===== src/aether_isa_pkg.sv =====
package aether_isa_pkg;

  // --------------------
  // Instruction fields
  // --------------------

  // Opcode width
  localparam int OPC_W  = 4;
  // Subcommand or register index
  localparam int PRM1_W = 4;
  // Operand width
  localparam int PRM2_W = 16;
  // Save address is param1 above param2
  localparam int ADDR_W = PRM1_W + PRM2_W;

  // --------------------
  // Opcodes
  // --------------------
  typedef enum logic [OPC_W-1:0] {
    NOP = 4'h0,
    RST = 4'h1,
    RDR = 4'h2,
    WRR = 4'h3,
    LDW = 4'h4,
    CNV = 4'h5,
    DNS = 4'h6,
    LIP = 4'h7
  } opcode_e;

  // --------------------
  // Subcommands
  // --------------------

  // Reset targets, carried in param1
  typedef enum logic [PRM1_W-1:0] {
    RST_FULL = 4'h0,
    RST_CWGT = 4'h1,
    RST_CONV = 4'h2,
    RST_DWGT = 4'h3,
    RST_DENS = 4'h4,
    RST_REGS = 4'h5
  } rst_sub_e;

  // Weight load steps
  typedef enum logic [PRM1_W-1:0] {
    LDW_CWGT = 4'h0,
    LDW_DWGT = 4'h1,
    LDW_STRT = 4'h2,
    LDW_CONT = 4'h3,
    LDW_MOVE = 4'h4
  } ldw_sub_e;

  // Input load steps
  typedef enum logic [PRM1_W-1:0] {
    LIP_STRT = 4'h0,
    LIP_CONT = 4'h1
  } lip_sub_e;

endpackage


===== src/aether_reg_pkg.sv =====
package aether_reg_pkg;

  // Register width and index width
  localparam int REG_W     = 16;
  localparam int REG_IDX_W = 4;

  // --------------------
  // Register map
  // --------------------
  typedef enum logic [REG_IDX_W-1:0] {
    REG_VERSN = 4'h0,
    REG_HWRID = 4'h1,
    REG_MEMUP = 4'h2,
    REG_MSTRT = 4'h3,
    REG_MENDD = 4'h4,
    REG_BCFG1 = 4'h5,
    REG_BCFG2 = 4'h6,
    REG_BCFG3 = 4'h7,
    REG_CPRM1 = 4'h8,
    REG_STATS = 4'h9
  } reg_idx_e;

  // Read-only identification
  localparam logic [REG_W-1:0] VERSION_VAL = 16'h0103;
  localparam logic [REG_W-1:0] HWID_VAL    = 16'hae71;

  // Defaults for the writable registers
  localparam logic [REG_W-1:0] RESET_DEFAULT_MEMUP = 16'h0000;
  localparam logic [REG_W-1:0] RESET_DEFAULT_MSTRT = 16'h0000;
  localparam logic [REG_W-1:0] RESET_DEFAULT_MENDD = 16'hffff;
  localparam logic [REG_W-1:0] RESET_DEFAULT_BCFG1 = 16'h0010;
  localparam logic [REG_W-1:0] RESET_DEFAULT_BCFG2 = 16'h0020;
  localparam logic [REG_W-1:0] RESET_DEFAULT_BCFG3 = 16'h0040;
  localparam logic [REG_W-1:0] RESET_DEFAULT_CPRM1 = 16'h0000;
  localparam logic [REG_W-1:0] RESET_DEFAULT_STATS = 16'h0000;

  // CPRM1 bit, convolution result goes to RAM
  localparam int CPRM1_SAVE_BIT = 0;

  // Sticky done bits in STATS
  localparam int STATS_CNV_BIT = 0;
  localparam int STATS_DNS_BIT = 1;
  localparam int STATS_LDW_BIT = 2;
  localparam logic [REG_W-1:0] STATS_STICKY_MASK = 16'h0007;

  // Memory command towards the RAM controller
  typedef enum logic [1:0] {
    MEM_IDLE  = 2'b00,
    MEM_WRITE = 2'b01,
    MEM_READ  = 2'b10
  } mem_cmd_e;

endpackage


===== src/aether_cmd_frontend.sv =====
`timescale 1ns/1ps

module aether_cmd_frontend
  import aether_isa_pkg::*;
(
  input  logic              clk_i,
  input  logic              rst_n_i,
  // Host handshake
  input  logic              req_i,
  input  opcode_e           instr_i,
  input  logic [PRM1_W-1:0] param1_i,
  input  logic [PRM2_W-1:0] param2_i,
  output logic              ack_o,
  output logic [15:0]       rdata_o,
  output logic              err_o,
  // Issued command towards the decoder
  output opcode_e           issue_op_o,
  output logic [PRM1_W-1:0] issue_p1_o,
  output logic [PRM2_W-1:0] issue_p2_o,
  // Decoder response
  input  logic [15:0]       rd_data_i,
  input  logic              dec_err_i
);

  // --------------------
  // Handshake FSM
  // --------------------
  typedef enum logic [1:0] {
    IDLE,
    EXEC,
    HOLD
  } state_e;

  state_e            state_q;
  state_e            state_d;
  opcode_e           op_q;
  logic [PRM1_W-1:0] p1_q;
  logic [PRM2_W-1:0] p2_q;
  logic [15:0]       rdata_q;
  logic              err_q;

  always_comb begin
    state_d = state_q;
    case (state_q)
      // Wait for a new request
      IDLE: if (req_i) state_d = EXEC;
      // Single issue cycle
      EXEC: state_d = HOLD;
      // Hold ack until host drops req
      HOLD: if (!req_i) state_d = IDLE;
      default: state_d = IDLE;
    endcase
  end

  always_ff @(posedge clk_i) begin
    if (!rst_n_i) begin
      state_q <= IDLE;
    end else begin
      state_q <= state_d;
    end
  end

  // Command capture on accept
  always_ff @(posedge clk_i) begin
    if (state_q == IDLE && req_i) begin
      op_q <= instr_i;
      p1_q <= param1_i;
      p2_q <= param2_i;
    end
  end

  // Response captured at end of EXEC
  always_ff @(posedge clk_i) begin
    if (!rst_n_i) begin
      rdata_q <= '0;
      err_q   <= 1'b0;
    end else if (state_q == EXEC) begin
      rdata_q <= rd_data_i;
      err_q   <= dec_err_i;
    end
  end

  // Only EXEC carries a real opcode
  assign issue_op_o = (state_q == EXEC) ? op_q : NOP;
  assign issue_p1_o = (state_q == EXEC) ? p1_q : '0;
  assign issue_p2_o = (state_q == EXEC) ? p2_q : '0;

  assign ack_o   = (state_q == HOLD);
  assign rdata_o = rdata_q;
  assign err_o   = err_q;

endmodule


===== src/aether_instr_decoder.sv =====
`timescale 1ns/1ps

module aether_instr_decoder
  import aether_isa_pkg::*;
  import aether_reg_pkg::*;
(
  // Issued command
  input  opcode_e           op_i,
  input  logic [PRM1_W-1:0] p1_i,
  input  logic [PRM2_W-1:0] p2_i,
  // Register values
  input  logic [REG_W-1:0]  versn_i,
  input  logic [REG_W-1:0]  hwrid_i,
  input  logic [REG_W-1:0]  memup_i,
  input  logic [REG_W-1:0]  mstrt_i,
  input  logic [REG_W-1:0]  mendd_i,
  input  logic [REG_W-1:0]  bcfg1_i,
  input  logic [REG_W-1:0]  bcfg2_i,
  input  logic [REG_W-1:0]  bcfg3_i,
  input  logic [REG_W-1:0]  cprm1_i,
  input  logic [REG_W-1:0]  stats_i,
  // Read data, error, register write
  output logic [REG_W-1:0]  rd_data_o,
  output logic              err_o,
  output logic              wr_en_o,
  output reg_idx_e          wr_idx_o,
  output logic [REG_W-1:0]  wr_data_o,
  output logic              stats_rd_o,
  // Reset pulses
  output logic              rst_cwgt_o,
  output logic              rst_conv_o,
  output logic              rst_dwgt_o,
  output logic              rst_dens_o,
  output logic              rst_regs_o,
  output logic              rst_full_o,
  // Weight load pulses
  output logic              ldw_cwgt_o,
  output logic              ldw_dwgt_o,
  output logic              ldw_strt_o,
  output logic              ldw_cont_o,
  output logic              ldw_move_o,
  // Compute
  output logic              cnv_run_o,
  output logic [ADDR_W-1:0] cnv_save_addr_o,
  output logic              dns_run_o,
  output logic [ADDR_W-1:0] dns_save_addr_o,
  // Input load pulses
  output logic              lip_strt_o,
  output logic              lip_cont_o,
  output mem_cmd_e          mem_command_o
);

  // Per-opcode error flags
  logic rst_err;
  logic rdr_err;
  logic wrr_err;
  logic ldw_err;
  logic lip_err;
  // LDW memory requests
  logic ldw_mem_rd;
  logic ldw_mem_wr;

  // --------------------
  // RST
  // --------------------
  always_comb begin
    {rst_cwgt_o, rst_conv_o, rst_dwgt_o, rst_dens_o, rst_regs_o, rst_full_o} = 6'b0;
    rst_err = 1'b0;
    if (op_i == RST) begin
      case (p1_i)
        RST_CWGT: rst_cwgt_o = 1'b1;
        RST_CONV: rst_conv_o = 1'b1;
        RST_DWGT: rst_dwgt_o = 1'b1;
        RST_DENS: rst_dens_o = 1'b1;
        RST_REGS: rst_regs_o = 1'b1;
        default: begin
          // Full reset, unknown target falls back to it
          {rst_cwgt_o, rst_conv_o, rst_dwgt_o, rst_dens_o, rst_regs_o, rst_full_o} = 6'h3f;
          rst_err = (p1_i != RST_FULL);
        end
      endcase
    end
  end

  // --------------------
  // RDR
  // --------------------
  always_comb begin
    // Status shows when idle
    rd_data_o  = stats_i;
    stats_rd_o = 1'b0;
    rdr_err    = 1'b0;
    if (op_i == RDR) begin
      case (p1_i)
        REG_VERSN: rd_data_o = versn_i;
        REG_HWRID: rd_data_o = hwrid_i;
        REG_MEMUP: rd_data_o = memup_i;
        REG_MSTRT: rd_data_o = mstrt_i;
        REG_MENDD: rd_data_o = mendd_i;
        REG_BCFG1: rd_data_o = bcfg1_i;
        REG_BCFG2: rd_data_o = bcfg2_i;
        REG_BCFG3: rd_data_o = bcfg3_i;
        REG_CPRM1: rd_data_o = cprm1_i;
        REG_STATS: stats_rd_o = 1'b1; // clear on read
        default: begin
          rd_data_o = '0;
          rdr_err   = 1'b1;
        end
      endcase
    end
  end

  // --------------------
  // WRR
  // --------------------
  assign wr_idx_o  = reg_idx_e'(p1_i);
  assign wr_data_o = p2_i;

  always_comb begin
    wr_en_o = 1'b0;
    wrr_err = 1'b0;
    if (op_i == WRR) begin
      case (p1_i)
        REG_MEMUP, REG_MSTRT, REG_MENDD, REG_BCFG1, REG_BCFG2,
        REG_BCFG3, REG_CPRM1, REG_STATS: wr_en_o = 1'b1;
        // Read-only or out of range
        default: wrr_err = 1'b1;
      endcase
    end
  end

  // --------------------
  // LDW
  // --------------------
  always_comb begin
    {ldw_cwgt_o, ldw_dwgt_o, ldw_strt_o, ldw_cont_o, ldw_move_o} = 5'b0;
    ldw_mem_rd = 1'b0;
    ldw_mem_wr = 1'b0;
    ldw_err    = 1'b0;
    if (op_i == LDW) begin
      case (p1_i)
        LDW_CWGT: {ldw_cwgt_o, ldw_mem_rd} = 2'b11;
        LDW_DWGT: {ldw_dwgt_o, ldw_mem_rd} = 2'b11;
        LDW_STRT: ldw_strt_o = 1'b1;
        LDW_CONT: ldw_cont_o = 1'b1;
        LDW_MOVE: {ldw_move_o, ldw_mem_wr} = 2'b11;
        default:  ldw_err = 1'b1;
      endcase
    end
  end

  // --------------------
  // CNV, DNS, LIP
  // --------------------
  assign cnv_run_o       = (op_i == CNV);
  assign cnv_save_addr_o = cnv_run_o ? {p1_i, p2_i} : '0;

  // Dense only runs with param1 zero
  assign dns_run_o       = (op_i == DNS) && (p1_i == '0);
  assign dns_save_addr_o = dns_run_o ? {p1_i, p2_i} : '0;

  always_comb begin
    lip_strt_o = 1'b0;
    lip_cont_o = 1'b0;
    lip_err    = 1'b0;
    if (op_i == LIP) begin
      case (p1_i)
        LIP_STRT: lip_strt_o = 1'b1;
        LIP_CONT: lip_cont_o = 1'b1;
        default:  lip_err = 1'b1;
      endcase
    end
  end

  // --------------------
  // Memory command
  // --------------------
  always_comb begin
    // Write beats read
    if (ldw_mem_wr || (cnv_run_o && cprm1_i[CPRM1_SAVE_BIT]) || (op_i == DNS)) begin
      mem_command_o = MEM_WRITE;
    end else if (ldw_mem_rd) begin
      mem_command_o = MEM_READ;
    end else begin
      mem_command_o = MEM_IDLE;
    end
  end

  assign err_o = rst_err | rdr_err | wrr_err | ldw_err | lip_err;

endmodule


===== src/aether_reg_file.sv =====
`timescale 1ns/1ps

module aether_reg_file
  import aether_reg_pkg::*;
(
  input  logic             clk_i,
  input  logic             rst_n_i,
  // Register write port
  input  logic             wr_en_i,
  input  reg_idx_e         wr_idx_i,
  input  logic [REG_W-1:0] wr_data_i,
  // Soft reset and clear on read
  input  logic             rst_regs_i,
  input  logic             stats_rd_i,
  // Engine done pulses
  input  logic             cnv_done_i,
  input  logic             dns_done_i,
  input  logic             ldw_done_i,
  // Register values
  output logic [REG_W-1:0] versn_o,
  output logic [REG_W-1:0] hwrid_o,
  output logic [REG_W-1:0] memup_o,
  output logic [REG_W-1:0] mstrt_o,
  output logic [REG_W-1:0] mendd_o,
  output logic [REG_W-1:0] bcfg1_o,
  output logic [REG_W-1:0] bcfg2_o,
  output logic [REG_W-1:0] bcfg3_o,
  output logic [REG_W-1:0] cprm1_o,
  output logic [REG_W-1:0] stats_o
);

  logic [REG_W-1:0] memup_q;
  logic [REG_W-1:0] mstrt_q;
  logic [REG_W-1:0] mendd_q;
  logic [REG_W-1:0] bcfg1_q;
  logic [REG_W-1:0] bcfg2_q;
  logic [REG_W-1:0] bcfg3_q;
  logic [REG_W-1:0] cprm1_q;
  logic [REG_W-1:0] stats_q;
  logic [REG_W-1:0] stats_d;
  // Done pulses placed on their bits
  logic [REG_W-1:0] done_vec;

  // --------------------
  // Config registers
  // --------------------
  always_ff @(posedge clk_i) begin
    if (!rst_n_i || rst_regs_i) begin
      memup_q <= RESET_DEFAULT_MEMUP;
      mstrt_q <= RESET_DEFAULT_MSTRT;
      mendd_q <= RESET_DEFAULT_MENDD;
      bcfg1_q <= RESET_DEFAULT_BCFG1;
      bcfg2_q <= RESET_DEFAULT_BCFG2;
      bcfg3_q <= RESET_DEFAULT_BCFG3;
      cprm1_q <= RESET_DEFAULT_CPRM1;
    end else if (wr_en_i) begin
      case (wr_idx_i)
        REG_MEMUP: memup_q <= wr_data_i;
        REG_MSTRT: mstrt_q <= wr_data_i;
        REG_MENDD: mendd_q <= wr_data_i;
        REG_BCFG1: bcfg1_q <= wr_data_i;
        REG_BCFG2: bcfg2_q <= wr_data_i;
        REG_BCFG3: bcfg3_q <= wr_data_i;
        REG_CPRM1: cprm1_q <= wr_data_i;
        // STATS handled below, others read-only
        default: ;
      endcase
    end
  end

  // --------------------
  // Sticky status
  // --------------------
  always_comb begin
    done_vec                = '0;
    done_vec[STATS_CNV_BIT] = cnv_done_i;
    done_vec[STATS_DNS_BIT] = dns_done_i;
    done_vec[STATS_LDW_BIT] = ldw_done_i;
  end

  always_comb begin
    stats_d = stats_q;
    if (rst_regs_i) begin
      stats_d = RESET_DEFAULT_STATS;
    end else if (wr_en_i && wr_idx_i == REG_STATS) begin
      stats_d = wr_data_i;
    end else if (stats_rd_i) begin
      stats_d = stats_q & ~STATS_STICKY_MASK;
    end
    // New done event wins over clear
    stats_d = stats_d | done_vec;
  end

  always_ff @(posedge clk_i) begin
    if (!rst_n_i) begin
      stats_q <= RESET_DEFAULT_STATS;
    end else begin
      stats_q <= stats_d;
    end
  end

  assign versn_o = VERSION_VAL;
  assign hwrid_o = HWID_VAL;
  assign memup_o = memup_q;
  assign mstrt_o = mstrt_q;
  assign mendd_o = mendd_q;
  assign bcfg1_o = bcfg1_q;
  assign bcfg2_o = bcfg2_q;
  assign bcfg3_o = bcfg3_q;
  assign cprm1_o = cprm1_q;
  // Same-cycle done shows in a read
  assign stats_o = stats_q | done_vec;

endmodule


===== src/aether_ctrl_top.sv =====
`timescale 1ns/1ps

module aether_ctrl_top
  import aether_isa_pkg::*;
  import aether_reg_pkg::*;
(
  input  logic              clk_i,
  input  logic              rst_n_i,
  // Host handshake
  input  logic              req_i,
  input  opcode_e           instr_i,
  input  logic [PRM1_W-1:0] param1_i,
  input  logic [PRM2_W-1:0] param2_i,
  output logic              ack_o,
  output logic [REG_W-1:0]  rdata_o,
  output logic              err_o,
  // Engine done events
  input  logic              cnv_done_i,
  input  logic              dns_done_i,
  input  logic              ldw_done_i,
  // Engine actions
  output logic              rst_cwgt_o,
  output logic              rst_conv_o,
  output logic              rst_dwgt_o,
  output logic              rst_dens_o,
  output logic              rst_regs_o,
  output logic              rst_full_o,
  output logic              ldw_cwgt_o,
  output logic              ldw_dwgt_o,
  output logic              ldw_strt_o,
  output logic              ldw_cont_o,
  output logic              ldw_move_o,
  output logic              cnv_run_o,
  output logic [ADDR_W-1:0] cnv_save_addr_o,
  output logic              dns_run_o,
  output logic [ADDR_W-1:0] dns_save_addr_o,
  output logic              lip_strt_o,
  output logic              lip_cont_o,
  output mem_cmd_e          mem_command_o
);

  // Issued command
  opcode_e           issue_op;
  logic [PRM1_W-1:0] issue_p1;
  logic [PRM2_W-1:0] issue_p2;
  // Decoder to front end
  logic [REG_W-1:0]  rd_data;
  logic              dec_err;
  // Decoder to register file
  logic              wr_en;
  reg_idx_e          wr_idx;
  logic [REG_W-1:0]  wr_data;
  logic              stats_rd;
  // Register values
  logic [REG_W-1:0]  versn, hwrid, memup, mstrt, mendd;
  logic [REG_W-1:0]  bcfg1, bcfg2, bcfg3, cprm1, stats;

  aether_cmd_frontend i_aether_cmd_frontend (
    .clk_i, .rst_n_i, .req_i, .instr_i, .param1_i, .param2_i,
    .ack_o, .rdata_o, .err_o,
    .issue_op_o (issue_op),
    .issue_p1_o (issue_p1),
    .issue_p2_o (issue_p2),
    .rd_data_i  (rd_data),
    .dec_err_i  (dec_err)
  );

  // Pulses already qualified by the NOP outside EXEC
  aether_instr_decoder i_aether_instr_decoder (
    .op_i (issue_op), .p1_i (issue_p1), .p2_i (issue_p2),
    .versn_i (versn), .hwrid_i (hwrid), .memup_i (memup), .mstrt_i (mstrt),
    .mendd_i (mendd), .bcfg1_i (bcfg1), .bcfg2_i (bcfg2), .bcfg3_i (bcfg3),
    .cprm1_i (cprm1), .stats_i (stats),
    .rd_data_o (rd_data), .err_o (dec_err),
    .wr_en_o (wr_en), .wr_idx_o (wr_idx), .wr_data_o (wr_data), .stats_rd_o (stats_rd),
    .rst_cwgt_o, .rst_conv_o, .rst_dwgt_o, .rst_dens_o, .rst_regs_o, .rst_full_o,
    .ldw_cwgt_o, .ldw_dwgt_o, .ldw_strt_o, .ldw_cont_o, .ldw_move_o,
    .cnv_run_o, .cnv_save_addr_o, .dns_run_o, .dns_save_addr_o,
    .lip_strt_o, .lip_cont_o, .mem_command_o
  );

  aether_reg_file i_aether_reg_file (
    .clk_i, .rst_n_i,
    .wr_en_i (wr_en), .wr_idx_i (wr_idx), .wr_data_i (wr_data),
    .rst_regs_i (rst_regs_o), .stats_rd_i (stats_rd),
    .cnv_done_i, .dns_done_i, .ldw_done_i,
    .versn_o (versn), .hwrid_o (hwrid), .memup_o (memup), .mstrt_o (mstrt),
    .mendd_o (mendd), .bcfg1_o (bcfg1), .bcfg2_o (bcfg2), .bcfg3_o (bcfg3),
    .cprm1_o (cprm1), .stats_o (stats)
  );

endmodule


===== config.mk =====
export PLATFORM = sky130hd
export DESIGN_NAME = aether_ctrl_top
export DESIGN_NICKNAME = d
export VERILOG_FILES = /design/src/aether_isa_pkg.sv /design/src/aether_reg_pkg.sv /design/src/aether_cmd_frontend.sv /design/src/aether_instr_decoder.sv /design/src/aether_reg_file.sv /design/src/aether_ctrl_top.sv
export SDC_FILE = /design/constraint.sdc
export NUM_CORES = 1
export LEC_CHECK = 0
export BUFFER_PORTS_ARGS = -buffer_cell sky130_fd_sc_hd__buf_2
export CORE_ASPECT_RATIO = 1.1
export CORE_MARGIN = 5
export CORE_UTILIZATION = 48
export DETAILED_ROUTE_END_ITERATION = 6
export MAX_ROUTING_LAYER = met4
export PLACE_DENSITY = 0.65
export SETUP_SLACK_MARGIN = 0.5
export SYNTH_ARGS = -nofsm -noshare
export SYNTH_HDL_FRONTEND = slang
export SYNTH_HIERARCHICAL = 1
export SYNTH_SLANG_ARGS = --single-unit

===== constraint.sdc =====
create_clock -name clk_i -period 4.1 [get_ports clk_i]
set_input_delay 0.205 -clock clk_i [delete_from_list [all_inputs] [get_ports clk_i]]
set_output_delay 0.205 -clock clk_i [all_outputs]
set_load 0.01 [all_outputs]

==> run_results.csv, run 1 <==
group,metric,value,unit
run_status,status,"finished clean",
clock_tree,htreeDepth,4,
clock_tree,path_clk_slew,0.07,ns
final_layout,layout_common_cells,"dfxtp_1 (147), nand3_1 (115), nand2_1 (108)",
yosys,seq_area_frac_synth,39.3,%
placement,detailedPlacementHpwl,19.7,mm
worst_setup_path,cp.depth,7,
clock_tree,cts_tree,"built",
worst_setup_path,reg2reg_to,"i_aether_reg_file/bcfg3_o[5]$_SDFFE_PP0P_",
global_route,antenna_found_initial,0,
worst_setup_path,cp_top_family,"simple AND/OR/NAND/NOR gates",
final_layout,nets,1184,
route,wire_per_inst,22.1,um
global_route,grt_pass1_wl,47.2,mm
pwr,power_density,375,mW/mm2
sta,fmax,0.300,GHz
sta,post-route-period-util,81.2,%
worst_setup_path,slowest_delay,0.59,ns
global_route,overflow,0,
final_layout,drive_gt1_share,17.2,%
final_layout,final_common_cell,"dfxtp_1",
floorplan,die-area,0.0223,mm2
worst_setup_path,crit_path_top_delay_cell,"nor3_4",
floorplan,start_util,48.9,%
clock_tree,clkSinkCount,171,
floorplan,die_x,143,um
yosys,synth_top_area_share,31.5,%
floorplan,num_io_pins,105,
floorplan,row_count,53,
yosys,syn_area,0.00933,mm2
worst_setup_path,path_max_fanout,21,
route,vias_per_cell,6.12,
worst_setup_path,cp-start-kind,"register",
hold_path,hp-class,"primary input to register",
clock_tree,cts_buffer_depth,2,
global_route,grt_max_degree,70,
worst_setup_path,end_kind,"output pin",
yosys,synth_area_leaders,"dfxtp_1 (32%), edfxtp_1 (7.7%), mux2i_1 (7.1%), buf_4 (6.4%), nand3_1 (6.2%)",
hold_path,whs_endpoint,"i_aether_reg_file/stats_q[0]$_SDFF_PN0_",
sta,setup_tns,0,ns
worst_setup_path,reg2reg_depth,10,
global_route,first_global_vias,8090,
yosys,yosysWarnings,6,
route,dr.pass1.iters,6,
final_layout,finalInstanceArea,0.0104,mm2
placement,io_buffers,100,
sta,slew_headroom,18.3,%
final_layout,diodes,0,
final_layout,n_fill_cell,1810,
yosys,avgSynthCellArea,8.38,um2
route,drtIter0Drc,1320,
yosys,synth_ff_type,"dfxtp_1",
sta,worst_slack,0.770,ns
sta,hold_viol,0,
placement,place_congestion,0.917,
pwr,peakVddDrop,312,uV
worst_setup_path,criticalPathCategory,"register to output pin",
sta,grt_setup_unrepaired,"false",
sta,fin_worst_skew,0.00996,ns
clock_tree,cts_made_buffers,17,
worst_setup_path,worstPathBufferInverterCount,1,
worst_setup_path,r2r_slack,0.78,ns
yosys,syn_inst,1114,
sta,slew_violations,0,
global_route,grtUsageTotal,28.2,%
sta,tightest_slew,1.22,ns
floorplan,die_h,156,um
hold_path,hold_start,"cnv_done_i",
worst_setup_path,r2r_start,"i_aether_cmd_frontend/state_q[0]$_SDFFE_PN0P_",
worst_setup_path,arrival,3.13,ns
sta,period_minus_slack,3.33,ns
route,drc,0,
clock_tree,clk_latency,0.43,ns
route,ant_nets,0,
worst_setup_path,path_cells,"nor2b_4 > and2_2 > nor2_1 > nand2_1 > nor3_4 > and2_1 > buf_2",
final_layout,area_delta_synth_final,11.9,%
worst_setup_path,cp_data_required_time,3.89,ns
hold_path,whs_path_depth,3,
job,cap_viol_max_count,0,
yosys,synth_cell_type_count,68,
floorplan,core,0.0191,mm2
yosys,synth_top_cell_by_area,"dfxtp_1",
placement,post-place-ws,0.718,ns
route,routed_wl,31.2,mm
pwr,power,3.91,mW
yosys,synth_seq_cells,171,
sta,finalSetupViolCount,0,
yosys,async_reset_ff_share,0,%
pwr,leakagePower,3.89,nW
clock_tree,cts_root_buffer,"clkbuf_16",
placement,dpl_cell_area,0.00953,mm2
yosys,synth_edf_count,24,
route,vias,8653,
## timing repair
action                                  4_1_cts  5_1_grt
buffers inserted                              0        1
resized for setup                             0        3
hold buffers                                 25        0
endpoints found under the hold margin        25        0
endpoints found under the setup margin        0       27
## routing by layer
metal  GRT usage, %  vias up  routed length, um
met1           37.3     4123              12800
met2           42.6      477              14100
met5              -        -                  0
li1               -     3949                  -
met4           11.2        0               1190
met3           5.35      104               3120
## synthesized netlist by cell type, types with 5 or more instances
library cell,count
a211oi_1,5
dfxtp_1,147
nand3_1,115
buf_4,80
a21oi_1,91
nand2_1,108
buf_6,5
o21ai_0,73
and3b_1,5
clkbuf_1,44
mux2i_1,66
a221oi_1,11
o211ai_1,10
edfxtp_1,24
mux4_2,5
nor3_1,10
or2_2,5
nand2b_1,8
o21ai_1,39
a32oi_1,7
o22ai_1,6
nor2b_1,9
and2_1,63
a22oi_1,15
nand3b_1,5
buf_2,36
a31oi_1,9
o32ai_1,6
nor2_1,31
nor3b_1,6
## kinds of logic after synthesis
family	Yosys count	share of synthesized area [%]
xor gates and xnor gates	2	0.188
buffers and inverters	177	11.2
muxes	75	8.77
AOI/OAI and AO/OA	293	18.6
and+or+nand+nor	393	21.8
DFF	171	39.3
other	3	0.121
## report_power, final
part           internal (mW)  switching [mW]  leakage, nW  total, mW
clock                   1.03           0.727        0.297       1.76
sequential              1.72         0.00894         1.42       1.73
combinational          0.128           0.288         2.18      0.416
## sequential cells by signal, indices dropped and copies added (netlist names)
signal / count
i_aether_cmd_frontend/op_q: 4
i_aether_reg_file/bcfg3_o: 16
i_aether_reg_file/bcfg2_o: 16
i_aether_cmd_frontend/err_o: 1
i_aether_reg_file/mendd_o: 16
i_aether_cmd_frontend/rdata_o: 16
i_aether_cmd_frontend/state_q: 2
i_aether_reg_file/memup_o: 16
i_aether_reg_file/bcfg1_o: 16
i_aether_reg_file/cprm1_o: 16
i_aether_cmd_frontend/p1_q: 4
i_aether_reg_file/mstrt_o: 16
i_aether_reg_file/stats_q: 16
i_aether_cmd_frontend/p2_q: 16
## how the worst max path moves through the flow
| stage | slack [ns] | endpoint | startpoint |
|---|---|---|---|
| floorplan | 1.04 | i_aether_reg_file/bcfg2_o[10]$_SDFFE_PP0P_ | i_aether_cmd_frontend/state_q[0]$_SDFFE_PN0P_ |
| global placement | 0.75 | i_aether_reg_file/bcfg3_o[5]$_SDFFE_PP0P_ | i_aether_cmd_frontend/state_q[1]$_SDFFE_PN0P_ |
| detailed placement | 0.72 | i_aether_reg_file/bcfg2_o[5]$_SDFFE_PP1P_ | i_aether_cmd_frontend/state_q[1]$_SDFFE_PN0P_ |
| CTS | 0.50 | dns_save_addr_o[12] | i_aether_cmd_frontend/state_q[1]$_SDFFE_PN0P_ |
| global route | 0.57 | dns_save_addr_o[11] | i_aether_cmd_frontend/state_q[1]$_SDFFE_PN0P_ |
| finish | 0.77 | dns_save_addr_o[11] | i_aether_cmd_frontend/state_q[1]$_SDFFE_PN0P_ |
## final cells by class
| type | instances | area (um2) | area share (%) |
|---|---|---|---|
| clock inverters | 14 | 205 | 1.97 |
| well taps | 247 | 309 | 2.96 |
| clock buffers | 18 | 429 | 4.11 |
| multi-input cells | 800 | 4800 | 45.9 |
| inverters | 7 | 26.3 | 0.252 |
| repair buffers | 157 | 1010 | 9.68 |
| flip-flops and latches | 171 | 3660 | 35.1 |
## worst register-to-register path, delay by kind of cell, from the launching register on
family          cells  cell delay, ns
simple gates        6            1.82
flops               1            0.45
compound gates      1            0.31
buf+inv             2            0.49
xor+xnor            1            0.16
## stage by stage
step                hold slack, ns  instances  util [%]
global route                0.0319       1414      54.7
finish                      0.0174       1414      54.7
global placement             0.382       1355      49.9
detailed placement           0.383       1355      49.9
floorplan                    0.304       1147         -
CTS                        0.00626       1412      54.5
(Power assumes the default switching activity.)
==> run 2, diff against run 1 <==
ABC_AREA = 1   (was unset)
PLACE_DENSITY = 0.66   (was 0.65)
clock period = 3.4 ns   (was 4.1 ns; I/O delays follow)
==> run 2 against run 1 <==
Against the previous run:
- die area down 3.8%
- largest power group unchanged
- utilization grew 1.1 points
- register-to-register slack got worse by 0.09 ns
- via count down 2.7%
==> run_results.csv, run 2 <==
group,metric,value,unit
route,routed_wl,25.4,mm
pwr,p_clk_share,45.5,%
worst_setup_path,cp_top_family,"simple AND/OR/NAND/NOR gates",
floorplan,num_io_pins,105,
sta,fin_worst_skew,0.00878,ns
clock_tree,path_clk_slew,0.06,ns
yosys,synth_top_cell_by_area,"dfxtp_1",
job,cap_viol_max_count,0,
clock_tree,cts_made_buffers,17,
route,drc,0,
floorplan,start_util,48.8,%
sta,slew_violations,0,
global_route,antenna_found_initial,0,
floorplan,die_x,140,um
yosys,synth_ff_type,"dfxtp_1",
sta,hold_viol,0,
final_layout,diodes,0,
sta,finalSetupViolCount,0,
worst_setup_path,arrival,2.56,ns
yosys,synth_seq_cells,171,
clock_tree,cts_setup_buffers,0,
sta,period_minus_slack,2.73,ns
yosys,syn_inst,1314,
placement,io_buffers,100,
route,drtIter0Drc,918,
pwr,intPower,3.55,mW
worst_setup_path,cp_data_required_time,3.23,ns
yosys,synth_cell_type_count,25,
pwr,combinationalPowerShare,10.1,%
worst_setup_path,crit_path_top_delay_cell,"dfxtp_2",
yosys,yosysWarnings,6,
clock_tree,cts_root_buffer,"clkbuf_16",
yosys,synth_area_leaders,"dfxtp_1 (33%), nand3_1 (10%), nor2_1 (9.7%), nand2_1 (8.8%), edfxtp_1 (8.1%)",
sta,grt_setup_unrepaired,"false",
yosys,seq_area_frac_synth,40.9,%
clock_tree,cts_buffer_depth,2,
yosys,yosysMostFrequentCell,"nor2_1",
sta,post-route-period-util,80.4,%
clock_tree,clk_latency,0.44,ns
worst_setup_path,end_kind,"output pin",
global_route,first_global_vias,7353,
route,vias,8421,
floorplan,row_count,52,
final_layout,n_fill_cell,1842,
floorplan,die_h,153,um
route,dr.pass1.iters,5,
sta,setup_tns,0,ns
route,ant_nets,0,
final_layout,drive_gt1_share,14.6,%
hold_path,hp-class,"primary input to register",
worst_setup_path,cp-start-kind,"register",
worst_setup_path,path_max_fanout,33,
worst_setup_path,worstPathBufferInverterCount,4,
global_route,grt_pass1_wl,38.7,mm
final_layout,final_common_cell,"nor2_1",
route,wire_per_inst,15.6,um
yosys,synth_commonest_cells,"nor2_1 (232), nand2_1 (211), nand3_1 (180)",
final_layout,post-route-util,55.7,%
yosys,async_reset_ff_share,0,%
final_layout,area_delta_synth_final,14.2,%
pwr,peakVddDrop,374,uV
pwr,p_sw,1.19,mW
worst_setup_path,criticalPathCategory,"register to output pin",
yosys,avgSynthCellArea,6.81,um2
clock_tree,clkSinkCount,171,
yosys,synth_top_area_share,32.9,%
clock_tree,cts_tree,"built",
floorplan,die-area,0.0215,mm2
worst_setup_path,slowest_delay,0.35,ns
run_status,status,"finished clean",
yosys,synth_edf_count,24,
sta,fmax,0.366,GHz
worst_setup_path,path_cells,"inv_4 > nand2_8 > nor2_4 > inv_1 > nor2_2 > buf_6 > nand2_1 > nand3_1 > nor2_1 > buf_2",
global_route,grt_max_degree,126,
clock_tree,htreeDepth,4,
placement,detailedPlacementHpwl,15.6,mm
pwr,leakagePower,4.78,nW
route,vias_per_cell,5.17,
global_route,overflow,0,
yosys,syn_area,0.00895,mm2
placement,place_congestion,0.872,
pwr,power_density,464,mW/mm2
pwr,p_seq_share,44.4,%
final_layout,nets,1404,
global_route,grtUsageTotal,22.7,%
final_layout,layout_common_cells,"nor2_1 (224), nand2_1 (210), nand3_1 (177)",
pwr,switching_share,25.1,%
floorplan,core,0.0183,mm2
run 2: kinds of logic (layout without fill, tap and decap cells):
logic type	Yosys count	count (layout)	synth area share (%)
AO/OA/AOI/OAI	211	211	12.3
buffers and inverters	282	321	16.1
flip-flops	171	171	40.9
other	3	36	0.126
AND/OR/NAND/NOR	647	648	30.6
run 2: worst min-delay path: cells and delay by family:
kind / cells / cell delay, ns
buffers and inverters: 1 / 0.11
AND/OR/NAND/NOR: 1 / 0.07
AO/OA/AOI/OAI: 1 / 0.05
run 2: worst paths after layout:
path	start	slack, ns	endpoint	depth (start not counted)
hold / removal	req_i	0.004	i_aether_cmd_frontend/state_q[1]$_SDFFE_PN0P_	3
hold reg to reg	i_aether_cmd_frontend/rdata_o[12]$_SDFFE_PN0N_	0.47	i_aether_cmd_frontend/rdata_o[12]$_SDFFE_PN0N_	2
setup / recovery	i_aether_cmd_frontend/state_q[1]$_SDFFE_PN0P_	0.67	rst_cwgt_o	10
setup reg to reg	i_aether_cmd_frontend/state_q[1]$_SDFFE_PN0P_	0.69	i_aether_reg_file/bcfg1_o[15]$_SDFFE_PP0P_	15
run 2: timing repair:
item,4_1_cts,5_1_grt
gates resized for setup,9,18
hold buffers,27,0
setup endpoints to repair,66,120
pin swaps,0,1
cloned,0,4
endpoints found under the hold margin,27,0
run 2: final cells by class:
type / count / area [um2] / share of cell area (%)
Multi-Input combinational cell: 895 / 4040 / 39.5
Sequential cell: 171 / 3670 / 35.9
Timing Repair Buffer: 153 / 1040 / 10.2
Inverter: 135 / 519 / 5.08
Clock buffer: 18 / 429 / 4.20
Tap cell: 243 / 304 / 2.97
Clock inverter: 14 / 219 / 2.14
Timing Repair inverter: 1 / 5.00 / 0.0490
run 2: power groups by stage:
stage               clock [mW]  combinational, mW  sequential [mW]
floorplan                    0              0.343             2.15
global placement             0              0.429             2.15
detailed placement           0              0.431             2.15
CTS                       2.18              0.459             2.10
global route              2.27              0.531             2.11
finish                    2.16              0.480             2.11
run 2: layer usage:
layer | routed length (um) | part of all wire [%] | global-route usage, %
met1 | 12000 | 47 | 33.3
met3 | 2050 | 8.1 | 3.91
met5 | 0 | 0 | -
met4 | 293 | 1.2 | 4.61
met2 | 11100 | 44 | 32.9
run 2: through the flow:
step	power [mW]	cell area [um2]	instances	hold slack, ns	setup slack [ns]
after floorplan	2.50	9070	1347	0.269	0.574
final	4.74	10200	1630	0.00424	0.667
after detailed placement	2.58	9170	1567	0.348	0.333
after global routing	4.91	10200	1630	0.0192	0.499
after global placement	2.58	9170	1567	0.346	0.382
after CTS	4.75	10100	1626	0.00406	0.532
